## src/logic/sdma_fifo_pkg.sv

```systemverilog
// Shared types for the SCSI DMA data FIFO; the depth is fixed at eight words by the pointer and level widths
`default_nettype none

package sdma_fifo_pkg;

  typedef logic [31:0] word_t;     // Host long word
  typedef logic [7:0]  byte_t;     // SCSI byte
  typedef logic [2:0]  fifo_ptr_t; // Slot index, eight slots
  typedef logic [1:0]  byte_ofs_t; // 0 selects bits 31..24
  typedef logic [3:0]  level_t;    // Complete words held, 0..8
  typedef logic [3:0]  reg_addr_t; // Bus address bits 3..0

  localparam int FIFO_DEPTH = 8;

  // Register map
  localparam reg_addr_t REG_DATA   = 4'h0; // Write pushes, read pops
  localparam reg_addr_t REG_STATUS = 4'h4; // Read only
  localparam reg_addr_t REG_ACR    = 4'h8; // Write only, reads zero

  // ACR fields
  localparam int ACR_DIR    = 0; // 0 SCSI to host, 1 host to SCSI
  localparam int ACR_RST    = 1; // Strobe, never stored
  localparam int ACR_OFS_LO = 2; // Starting byte offset, 2 bits

  // STATUS fields
  localparam int STAT_EMPTY  = 0;
  localparam int STAT_FULL   = 1;
  localparam int STAT_LVL_LO = 2;  // 4 bits
  localparam int STAT_PTR_LO = 6;  // 2 bits
  localparam int STAT_OVF    = 8;
  localparam int STAT_UNF    = 9;
  localparam int STAT_DIR    = 10;

  typedef struct packed {
    logic      push;     // DATA write accepted in direction 1
    logic      pop;      // DATA read accepted in direction 0
    logic      acr_load; // ACR write accepted
    logic      dir;      // New direction
    logic      rst;      // FIFO reset strobe
    byte_ofs_t ofs;      // New byte offset
    word_t     wdata;
  } fifo_cmd_t;

  typedef struct packed {
    logic      empty;
    logic      full;
    level_t    level;
    byte_ofs_t byte_ofs;
    logic      overflow;
    logic      underflow;
    logic      dir;
    word_t     head;     // Word at the next-out slot
  } fifo_stat_t;

  typedef enum logic {
    DEC_IDLE,
    DEC_ACK
  } dec_state_t;

endpackage

`default_nettype wire

```

## src/logic/fifo_reg_decode.sv

```systemverilog
// Bus decode for the FIFO; whole-word accesses only, wb_sel is not looked at and one wait state is fixed
`timescale 1ns/1ns
`default_nettype none

module fifo_reg_decode
  import sdma_fifo_pkg::*;
(
  input  wire        CLK,
  input  wire        arst_n,
  input  wire        wb_cyc,
  input  wire        wb_stb,
  input  wire        wb_we,
  input  reg_addr_t  wb_adr,
  input  word_t      wb_dat_w,
  output fifo_cmd_t  cmd,
  output logic       accept,
  output reg_addr_t  acc_adr
);

  dec_state_t state;
  logic       dir_q;   // Last loaded ACR direction
  logic       is_data; // Access hits the DATA register

  // A request is only taken while idle, the ack cycle ignores the bus
  assign accept  = (state == DEC_IDLE) && wb_cyc && wb_stb;
  assign acc_adr = wb_adr;
  assign is_data = (wb_adr == REG_DATA);

  always_comb begin
    cmd          = '0;
    cmd.push     = accept && wb_we && is_data && dir_q;   // Host to SCSI only
    cmd.pop      = accept && !wb_we && is_data && !dir_q; // SCSI to host only
    cmd.acr_load = accept && wb_we && (wb_adr == REG_ACR);
    cmd.dir      = wb_dat_w[ACR_DIR];
    cmd.rst      = wb_dat_w[ACR_RST];
    cmd.ofs      = wb_dat_w[ACR_OFS_LO +: 2];
    cmd.wdata    = wb_dat_w; // Push payload
  end

  // Ack cycle tracking
  always_ff @(posedge CLK or negedge arst_n) begin
    if (!arst_n) begin
      state <= DEC_IDLE;
    end else begin
      case (state)
        DEC_IDLE: if (accept) state <= DEC_ACK;
        DEC_ACK:  state <= DEC_IDLE; // Exactly one cycle
        default:  state <= DEC_IDLE;
      endcase
    end
  end

  // Direction shadow so the buffer need not feed it back
  always_ff @(posedge CLK or negedge arst_n) begin
    if (!arst_n) begin
      dir_q <= 1'b0; // SCSI to host after reset
    end else if (cmd.acr_load) begin
      dir_q <= cmd.dir;
    end
  end

endmodule

`default_nettype wire

```

## src/logic/fifo_byte_lane_buffer.sv

```systemverilog
// Eight-word byte-lane FIFO with one shared byte pointer; buffer lanes are not cleared, so unwritten lanes hold old data
`timescale 1ns/1ns
`default_nettype none

module fifo_byte_lane_buffer
  import sdma_fifo_pkg::*;
(
  input  wire        CLK,
  input  wire        arst_n,
  input  fifo_cmd_t  cmd,
  output fifo_stat_t stat,
  input  wire        byte_in_valid,
  input  byte_t      byte_in_data,
  output logic       byte_in_ready,
  output logic       byte_out_valid,
  output byte_t      byte_out_data,
  input  wire        byte_out_ready
);

  word_t     mem [FIFO_DEPTH]; // Long-word buffer, big-endian lanes
  fifo_ptr_t ni_ptr;           // Next in
  fifo_ptr_t no_ptr;           // Next out
  byte_ofs_t byte_ptr;
  level_t    level;
  logic      dir;
  logic      overflow;
  logic      underflow;

  logic      empty;
  logic      full;
  logic      in_fire;
  logic      out_fire;
  logic      push_ok;
  logic      pop_ok;
  logic      inc_ni;
  logic      inc_no;
  logic [3:0] lane_we;
  byte_t     lane_data [4];
  word_t     head;
  byte_ofs_t out_lane;

  assign empty = (level == level_t'(0));
  assign full  = (level == level_t'(FIFO_DEPTH));
  assign head  = mem[no_ptr];

  // Port handshakes
  assign byte_in_ready  = !dir && !full;
  assign byte_out_valid = dir && !empty;
  assign in_fire        = byte_in_valid && byte_in_ready;
  assign out_fire       = byte_out_valid && byte_out_ready;

  assign push_ok = cmd.push && !full;   // Push while full is dropped
  assign pop_ok  = cmd.pop && !empty;

  // Word boundaries move the slot pointers
  assign inc_ni = push_ok || (in_fire && (byte_ptr == 2'd3));
  assign inc_no = pop_ok || (out_fire && (byte_ptr == 2'd3));

  // Offset 0 lives in the top lane, so invert to get the lane index
  assign out_lane      = ~byte_ptr;
  assign byte_out_data = head[{out_lane, 3'b000} +: 8];

  // Lane strobes, a push fills all four, a SCSI byte fills one
  always_comb begin
    for (int i = 0; i < 4; i++) begin
      lane_we[i]   = push_ok || (in_fire && (byte_ptr == byte_ofs_t'(i)));
      lane_data[i] = push_ok ? cmd.wdata[8*(3-i) +: 8] : byte_in_data;
    end
  end

  always_ff @(posedge CLK) begin
    for (int i = 0; i < 4; i++) begin
      if (lane_we[i]) mem[ni_ptr][8*(3-i) +: 8] <= lane_data[i];
    end
  end

  // Pointers, level and flags
  always_ff @(posedge CLK or negedge arst_n) begin
    if (!arst_n) begin
      ni_ptr    <= '0;
      no_ptr    <= '0;
      byte_ptr  <= '0;
      level     <= '0;
      dir       <= 1'b0;
      overflow  <= 1'b0;
      underflow <= 1'b0;
    end else if (cmd.acr_load && cmd.rst) begin
      ni_ptr    <= '0; // FIFO reset through the ACR
      no_ptr    <= '0;
      level     <= '0;
      overflow  <= 1'b0;
      underflow <= 1'b0;
      dir       <= cmd.dir;
      byte_ptr  <= cmd.ofs;
    end else begin
      if (inc_ni) ni_ptr <= ni_ptr + fifo_ptr_t'(1);
      if (inc_no) no_ptr <= no_ptr + fifo_ptr_t'(1);
      level <= level + level_t'(inc_ni) - level_t'(inc_no); // Both cancel
      if (cmd.push && full) overflow <= 1'b1;   // Sticky
      if (cmd.pop && empty) underflow <= 1'b1;  // Sticky
      if (cmd.acr_load) begin
        dir      <= cmd.dir;
        byte_ptr <= cmd.ofs; // Load wins over a byte move
      end else if (in_fire || out_fire) begin
        byte_ptr <= byte_ptr + byte_ofs_t'(1); // Wraps after offset 3
      end
    end
  end

  always_comb begin
    stat           = '0;
    stat.empty     = empty;
    stat.full      = full;
    stat.level     = level;
    stat.byte_ofs  = byte_ptr;
    stat.overflow  = overflow;
    stat.underflow = underflow;
    stat.dir       = dir;
    stat.head      = head;
  end

endmodule

`default_nettype wire

```

## src/logic/fifo_bus_response.sv

```systemverilog
// Registered ack and read data; wb_dat_r is valid only in the ack cycle and holds its value otherwise
`timescale 1ns/1ns
`default_nettype none

module fifo_bus_response
  import sdma_fifo_pkg::*;
(
  input  wire        CLK,
  input  wire        arst_n,
  input  wire        accept,
  input  reg_addr_t  acc_adr,
  input  fifo_stat_t stat,
  output logic       wb_ack,
  output word_t      wb_dat_r
);

  word_t status_w;
  word_t rdata_nxt;

  // STATUS layout, unused bits read zero
  always_comb begin
    status_w                     = '0;
    status_w[STAT_EMPTY]         = stat.empty;
    status_w[STAT_FULL]          = stat.full;
    status_w[STAT_LVL_LO +: 4]   = stat.level;
    status_w[STAT_PTR_LO +: 2]   = stat.byte_ofs;
    status_w[STAT_OVF]           = stat.overflow;
    status_w[STAT_UNF]           = stat.underflow;
    status_w[STAT_DIR]           = stat.dir;
  end

  always_comb begin
    case (acc_adr)
      REG_STATUS: rdata_nxt = status_w;
      // Wrong direction or empty gives zero
      REG_DATA:   rdata_nxt = (!stat.dir && !stat.empty) ? stat.head : '0;
      default:    rdata_nxt = '0; // ACR and holes
    endcase
  end

  always_ff @(posedge CLK or negedge arst_n) begin
    if (!arst_n) wb_ack <= 1'b0;
    else         wb_ack <= accept; // One cycle after the accept edge
  end

  // Sampled before the buffer moves, so a pop returns the old head
  always_ff @(posedge CLK) begin
    if (accept) wb_dat_r <= rdata_nxt;
  end

endmodule

`default_nettype wire

```

## src/logic/sdma_fifo_top.sv

```systemverilog
// SCSI DMA data FIFO top; single clock domain, three registers only, wb_sel is ignored
`timescale 1ns/1ns
`default_nettype none

module sdma_fifo_top
  import sdma_fifo_pkg::*;
(
  input  wire        CLK,
  input  wire        arst_n,
  // Wishbone classic slave
  input  wire        wb_cyc,
  input  wire        wb_stb,
  input  wire        wb_we,
  input  reg_addr_t  wb_adr,
  input  word_t      wb_dat_w,
  input  wire  [3:0] wb_sel,
  output word_t      wb_dat_r,
  output logic       wb_ack,
  // SCSI byte in
  input  wire        byte_in_valid,
  input  byte_t      byte_in_data,
  output logic       byte_in_ready,
  // SCSI byte out
  output logic       byte_out_valid,
  output byte_t      byte_out_data,
  input  wire        byte_out_ready
);

  fifo_cmd_t  cmd;     // Decode to buffer
  fifo_stat_t stat;    // Buffer to response
  logic       accept;
  reg_addr_t  acc_adr;

  fifo_reg_decode decode_i (
    .CLK      (CLK),
    .arst_n   (arst_n),
    .wb_cyc   (wb_cyc),
    .wb_stb   (wb_stb),
    .wb_we    (wb_we),
    .wb_adr   (wb_adr),
    .wb_dat_w (wb_dat_w),
    .cmd      (cmd),
    .accept   (accept),
    .acc_adr  (acc_adr)
  );

  fifo_byte_lane_buffer buffer_i (
    .CLK            (CLK),
    .arst_n         (arst_n),
    .cmd            (cmd),
    .stat           (stat),
    .byte_in_valid  (byte_in_valid),
    .byte_in_data   (byte_in_data),
    .byte_in_ready  (byte_in_ready),
    .byte_out_valid (byte_out_valid),
    .byte_out_data  (byte_out_data),
    .byte_out_ready (byte_out_ready)
  );

  fifo_bus_response response_i (
    .CLK      (CLK),
    .arst_n   (arst_n),
    .accept   (accept),
    .acc_adr  (acc_adr),
    .stat     (stat),
    .wb_ack   (wb_ack),
    .wb_dat_r (wb_dat_r)
  );

endmodule

`default_nettype wire

```

## config.mk

```make
export PLATFORM = sky130hd
export DESIGN_NAME = sdma_fifo_top
export DESIGN_NICKNAME = d
export VERILOG_FILES = /design/src/logic/sdma_fifo_pkg.sv /design/src/logic/fifo_reg_decode.sv /design/src/logic/fifo_byte_lane_buffer.sv /design/src/logic/fifo_bus_response.sv /design/src/logic/sdma_fifo_top.sv
export SDC_FILE = /design/constraint.sdc
export NUM_CORES = 1
export LEC_CHECK = 0
export BUFFER_PORTS_ARGS = -buffer_cell sky130_fd_sc_hd__buf_4
export CELL_PAD_IN_SITES_DETAIL_PLACEMENT = 1
export CELL_PAD_IN_SITES_GLOBAL_PLACEMENT = 1
export CORE_MARGIN = 4
export CORE_UTILIZATION = 45
export CTS_BUF_LIST = sky130_fd_sc_hd__clkbuf_8
export CTS_CLUSTER_SIZE = 28
export DETAILED_ROUTE_END_ITERATION = 8
export PLACE_DENSITY = 0.81
export SLEW_MARGIN = 40
export SYNTH_ARGS = -nofsm -noshare
export SYNTH_HDL_FRONTEND = slang
export SYNTH_SLANG_ARGS = --single-unit
```

## constraint.sdc

```tcl
create_clock -name CLK -period 4.9 [get_ports CLK]
set_input_delay 1.47 -clock CLK [delete_from_list [all_inputs] [get_ports CLK]]
set_output_delay 1.47 -clock CLK [all_outputs]
set_load 0.03 [all_outputs]
```

# == Word level (Yosys, flattened, before mapping) ==
# Memories as Yosys holds them, arrays and structs flattened.
# Index checks and enable logic that the tools add are counted.
# totals
mem_count,1
ff_bits,50
in_bits,55
mem_bits_rw,256
# classes
n_addsub,5
mux,30
eq_ne,6
shift,1
n_bitwise,2
reduce_logical,44
# memory_table
memory,words,word_bits,rd,rd_clocked_by_memory_dff,wr,line,rtl
buffer_i.mem,8,32,1,0,1,fifo_byte_lane_buffer.sv:20,word_t mem [FIFO_DEPTH];
# op_table
cell,n
32-bit case mux with 2 select lines,1
32-bit 2-to-1 mux,1
8-bit 2-to-1 mux,4
32-bit by 6-bit indexed part select with 8-bit output,1
1-bit logical AND,24
1-bit 2-to-1 mux,15
3-bit 2-to-1 mux,4
2-bit nonzero test,5
"4-bit equality test, second input constant",2
4-bit logical NOT,2
"3-bit by 1-bit adder with 3-bit output, second input constant",2
1-bit logical OR,6
2-bit 2-to-1 mux,3
1-bit logical NOT,5
4-bit by 1-bit adder with 4-bit output,1
"2-bit equality test, second input constant",2
"4-bit by 3-bit equality test with 1-bit output, second input constant",1
4-bit 2-to-1 mux,1
4-bit by 1-bit subtractor with 4-bit output,1
3-bit nonzero test,1
"2-bit by 1-bit adder with 2-bit output, second input constant",1
"2-bit by 1-bit equality test with 1-bit output, second input constant",1
2-bit logical NOT,1
2-bit NOT,1
other kinds (2),2

# == Longest topological paths before layout ==
# depth
ltp_word,11
ltp_mapped,11
depth_no_buf,11

# == Hierarchy ==
# Synthesis repeated with hierarchy kept, for this count alone.
# hier_totals
hier_cells,735
area_unflattened_um2,13002.5
# by_module_without_submodules
module,n_inst,cells_each,seq_area_each_um2,area_per_inst_um2
fifo_byte_lane_buffer,1,581,8062.7,11189.5
fifo_bus_response,1,99,985.9,1382.6
fifo_reg_decode,1,55,50.0,430.4

# == Worst setup path after synthesis ==
# Ideal clock, no wire load.
# synth_timing
path_type,reg2out
from,register buffer_i.no_ptr[1]
to,output byte_out_data[7]
slack_ns,0.963
stages_incl_launch_ff,8
arrival_time_ns,2.467
t_required_ns,3.430
path_cell_list,dfrtp_1 -> buf_2 -> buf_2 -> nand2b_1 -> buf_1 -> o22a_1 -> a21oi_1 -> nor4_1
# synth_via
elab_chain_cells,2
# synth_lines
element,line,rtl
from (decl),fifo_byte_lane_buffer.sv:22,fifo_ptr_t no_ptr;
from (signal assigned),fifo_byte_lane_buffer.sv:97,if (inc_no) no_ptr <= no_ptr + fifo_ptr_t'(1);
memory read 8 x 32 bit,-,
32-bit by 6-bit indexed part select with 8-bit output,fifo_byte_lane_buffer.sv:61,"assign byte_out_data = head[{out_lane, 3'b000} +: 8];"
to (decl),sdma_fifo_top.sv:25,"output byte_t byte_out_data,"
# Every way passes these cells.

# == Worst setup path in the final report ==
# layout_timing
from,register buffer_i.no_ptr[2]
to,output byte_out_data[2]
# The elaborated chain is that of the path after synthesis.

==> impl_metrics.json <==
{
  "outcome": "complete, no violations",
  "worstSetupEndpointType": "primary output",
  "swShare_pct": 32.5,
  "postCtsSetupBuffers": 0,
  "cts-root-buf": "clkbuf_8",
  "n_fill_cell": 2676,
  "synthTopCellsByCount": "288 x edfxtp_1, 104 x nand2_1, 57 x mux2i_1",
  "grt_pass1_wl_um": 52800,
  "cts_buffers": 48,
  "setup_viol": 0,
  "grt_use_total_pct": 23.1,
  "setup.worst_path.class": "register to primary output",
  "synth_fp_nets": 889,
  "power_mw": 6.80,
  "seq_area_frac_synth_pct": 71.3,
  "grt-ovfl-total": 0,
  "dp_hpwl_um": 24300,
  "coreArea_mm2": 0.0279,
  "clock_latency_ns": 0.57,
  "pin_count": 98,
  "synth.ff_latch_count": 306,
  "rsz0062_at_grt": "false",
  "maxSlewHeadroom_pct": 50.6,
  "finalCriticalPeriod_ns": 4.42,
  "htreeDepth": 2,
  "drive_gt1_share_pct": 27.5,
  "grt_pass1_vias": 8469,
  "finalHoldViolations": 0,
  "drt_iter0_markers": 568,
  "die_h_um": 176,
  "netlist_area_mm2": 0.0128,
  "tightest_slew_ns": 0.737,
  "drtAntennaViolNets": 0,
  "clk_pin_slew_ns": 0.07,
  "nNetsFinal": 1041,
  "synth_cells": 821,
  "synth-main-ff-cell": "edfxtp_1",
  "via_count": 7794,
  "start_kind": "register",
  "pwr-share-seq_pct": 46.8,
  "clock_skew_ns": 0.0280,
  "p_switching_mw": 2.21,
  "drt_first_pass_iters": 5,
  "viasPerCell": 5.66,
  "fin_crit_sh_pct": 90.2,
  "portBuffers": 93,
  "slew_violations": 0,
  "hp-class": "register to register",
  "area_delta_synth_final_pct": 17.4,
  "ctsResizeCount": 0,
  "ctsHoldBuffers": 0,
  "synth_cell_types": 48,
  "antenna_found_initial": 1,
  "fin_setup_tns_ns": 0,
  "regArea_mm2": 0.00910,
  "p_comb_share_pct": 25.9,
  "clock_sinks": 306,
  "antenna_cells": 0,
  "p_per_area_mw_per_mm2": 454,
  "async_reset_ff_share_pct": 5.88,
  "multi_input_area_mm2": 0.00348,
  "worst_hold_slack_ns": 0.509,
  "wire_per_inst_um": 25.9,
  "p_leak_nw": 5.28,
  "crit_required_ns": 3.43,
  "synth_top_area_share_pct": 67.7,
  "pwr-share-clk_pct": 27.3,
  "ys_top_cells_by_area": "edfxtp_1 68%, mux2i_1 4.5%, mux2_2 4.2%",
  "place.gp.congestion": 0.829,
  "synth_most_common_cell": "edfxtp_1",
  "drv_cap": 0,
  "die_x_um": 176,
  "grt_max_degree": 57,
  "cts_tree": "yes",
  "critPathMaxFanout": 39,
  "internal_power_mw": 4.59,
  "initial_core_util_pct": 45.8,
  "worstPathArrival_ns": 2.95,
  "syn_area_per_cell_um2": 15.6,
  "rows": 61,
  "synth_top_area_cell": "edfxtp_1",
  "synth-edff-count": 288,
  "cts_buffer_depth": 3,
  "fmax_mhz": 226,
  "routed_wl_um": 35600,
  "ys_warn_count": 0,
  "dieArea_mm2": 0.0311,
  "post-route-drc-count": 0,
  "peakVddDrop_uv": 222
}
-- registers in the layout (all words and copies together), names as in the netlist, 2 cells and up --
| signal | count |
|---|---|
| buffer_i.no_ptr | 3 |
| buffer_i.mem | 256 |
| buffer_i.byte_ptr | 2 |
| buffer_i.level | 4 |
| response_i.wb_dat_r | 32 |
| buffer_i.ni_ptr | 3 |
-- power groups by stage --
stage / registers [mW] / logic, mW / clock network [mW]
CTS: 3.19 / 1.76 / 1.89
detailed placement: 3.24 / 1.74 / 0
finish: 3.18 / 1.76 / 1.86
global route: 3.20 / 1.89 / 2.02
floorplan: 3.17 / 1.07 / 0
global placement: 3.23 / 1.69 / 0
-- path summary, 6_finish.rpt --
path                                    startpoint                  end  slack [ns]  cells past startpoint
worst max-delay path            buffer_i.no_ptr[2]     byte_out_data[2]        0.48                      7
worst min-delay path            buffer_i.underflow   buffer_i.underflow        0.51                      2
worst max register to register   buffer_i.level[2]  buffer_i.mem[2][30]        2.12                      7
worst min register to register  buffer_i.underflow   buffer_i.underflow        0.51                      2
max in group asynchronous                   arst_n   buffer_i.no_ptr[2]        3.89                      1
min in group asynchronous                   arst_n    buffer_i.level[3]        0.77                      1
-- kinds of logic (layout without fill, tap and decap cells) --
group	count (synthesis)	count (layout)	share of synthesized area, %
buffers and inverters	53	232	1.80
adder cells (fa/ha/maj)	13	13	1.33
XOR/XNOR	3	3	0.206
multiplexers	123	123	11.9
flip-flops	306	306	71.3
AND/OR/NAND/NOR	215	215	7.81
AO/OA/AOI/OAI	108	108	5.70
-- layout by cell type, fill, tap and decap left out, types with 28 or more instances in the layout --
master and instances:
a21oi_1 29, buf_4 142, clkbuf_8 49, edfxtp_1 288
inv_1 28, mux2_2 48, mux2i_1 57, nand2_1 104
nor2_1 48
-- cell type report --
type,count,share of cell area [%]
inverter,11,0.275
clock inverter,28,0.768
clock buffer,49,4.50
tap,378,3.16
multi-input combinational,462,23.2
sequential,306,60.7
timing repair buffer,144,7.38
-- per-stage QoR --
step	util [%]	setup slack [ns]	std cells	instance area, µm²
2_1_floorplan	-	0.963	821	12800
4_1_cts	53.7	0.223	1377	15000
3_3_place_gp	50.9	0.783	1300	14200
6_report	53.8	0.480	1378	15000
3_5_place_dp	50.9	0.780	1300	14200
5_1_grt	53.8	0.311	1378	15000
-- worst max-delay path, cell delays in order, from the launching register on --
cell and delay (ns):
dfrtp_4 0.62, buf_12 0.30, buf_4 0.30, mux2i_1 0.13
a22oi_1 0.26, a21oi_1 0.13, nor4_1 0.39, buf_4 0.24
-- metal layers --
layer,vias up,GRT usage (%),routed length (µm)
li1,3455,-,-
met1,3962,28.0,13600
met2,285,39.3,17800
met3,90,5.44,2560
met4,2,10.5,1740
met5,-,0,9
Note: power is estimated with default switching activity, not from simulation.
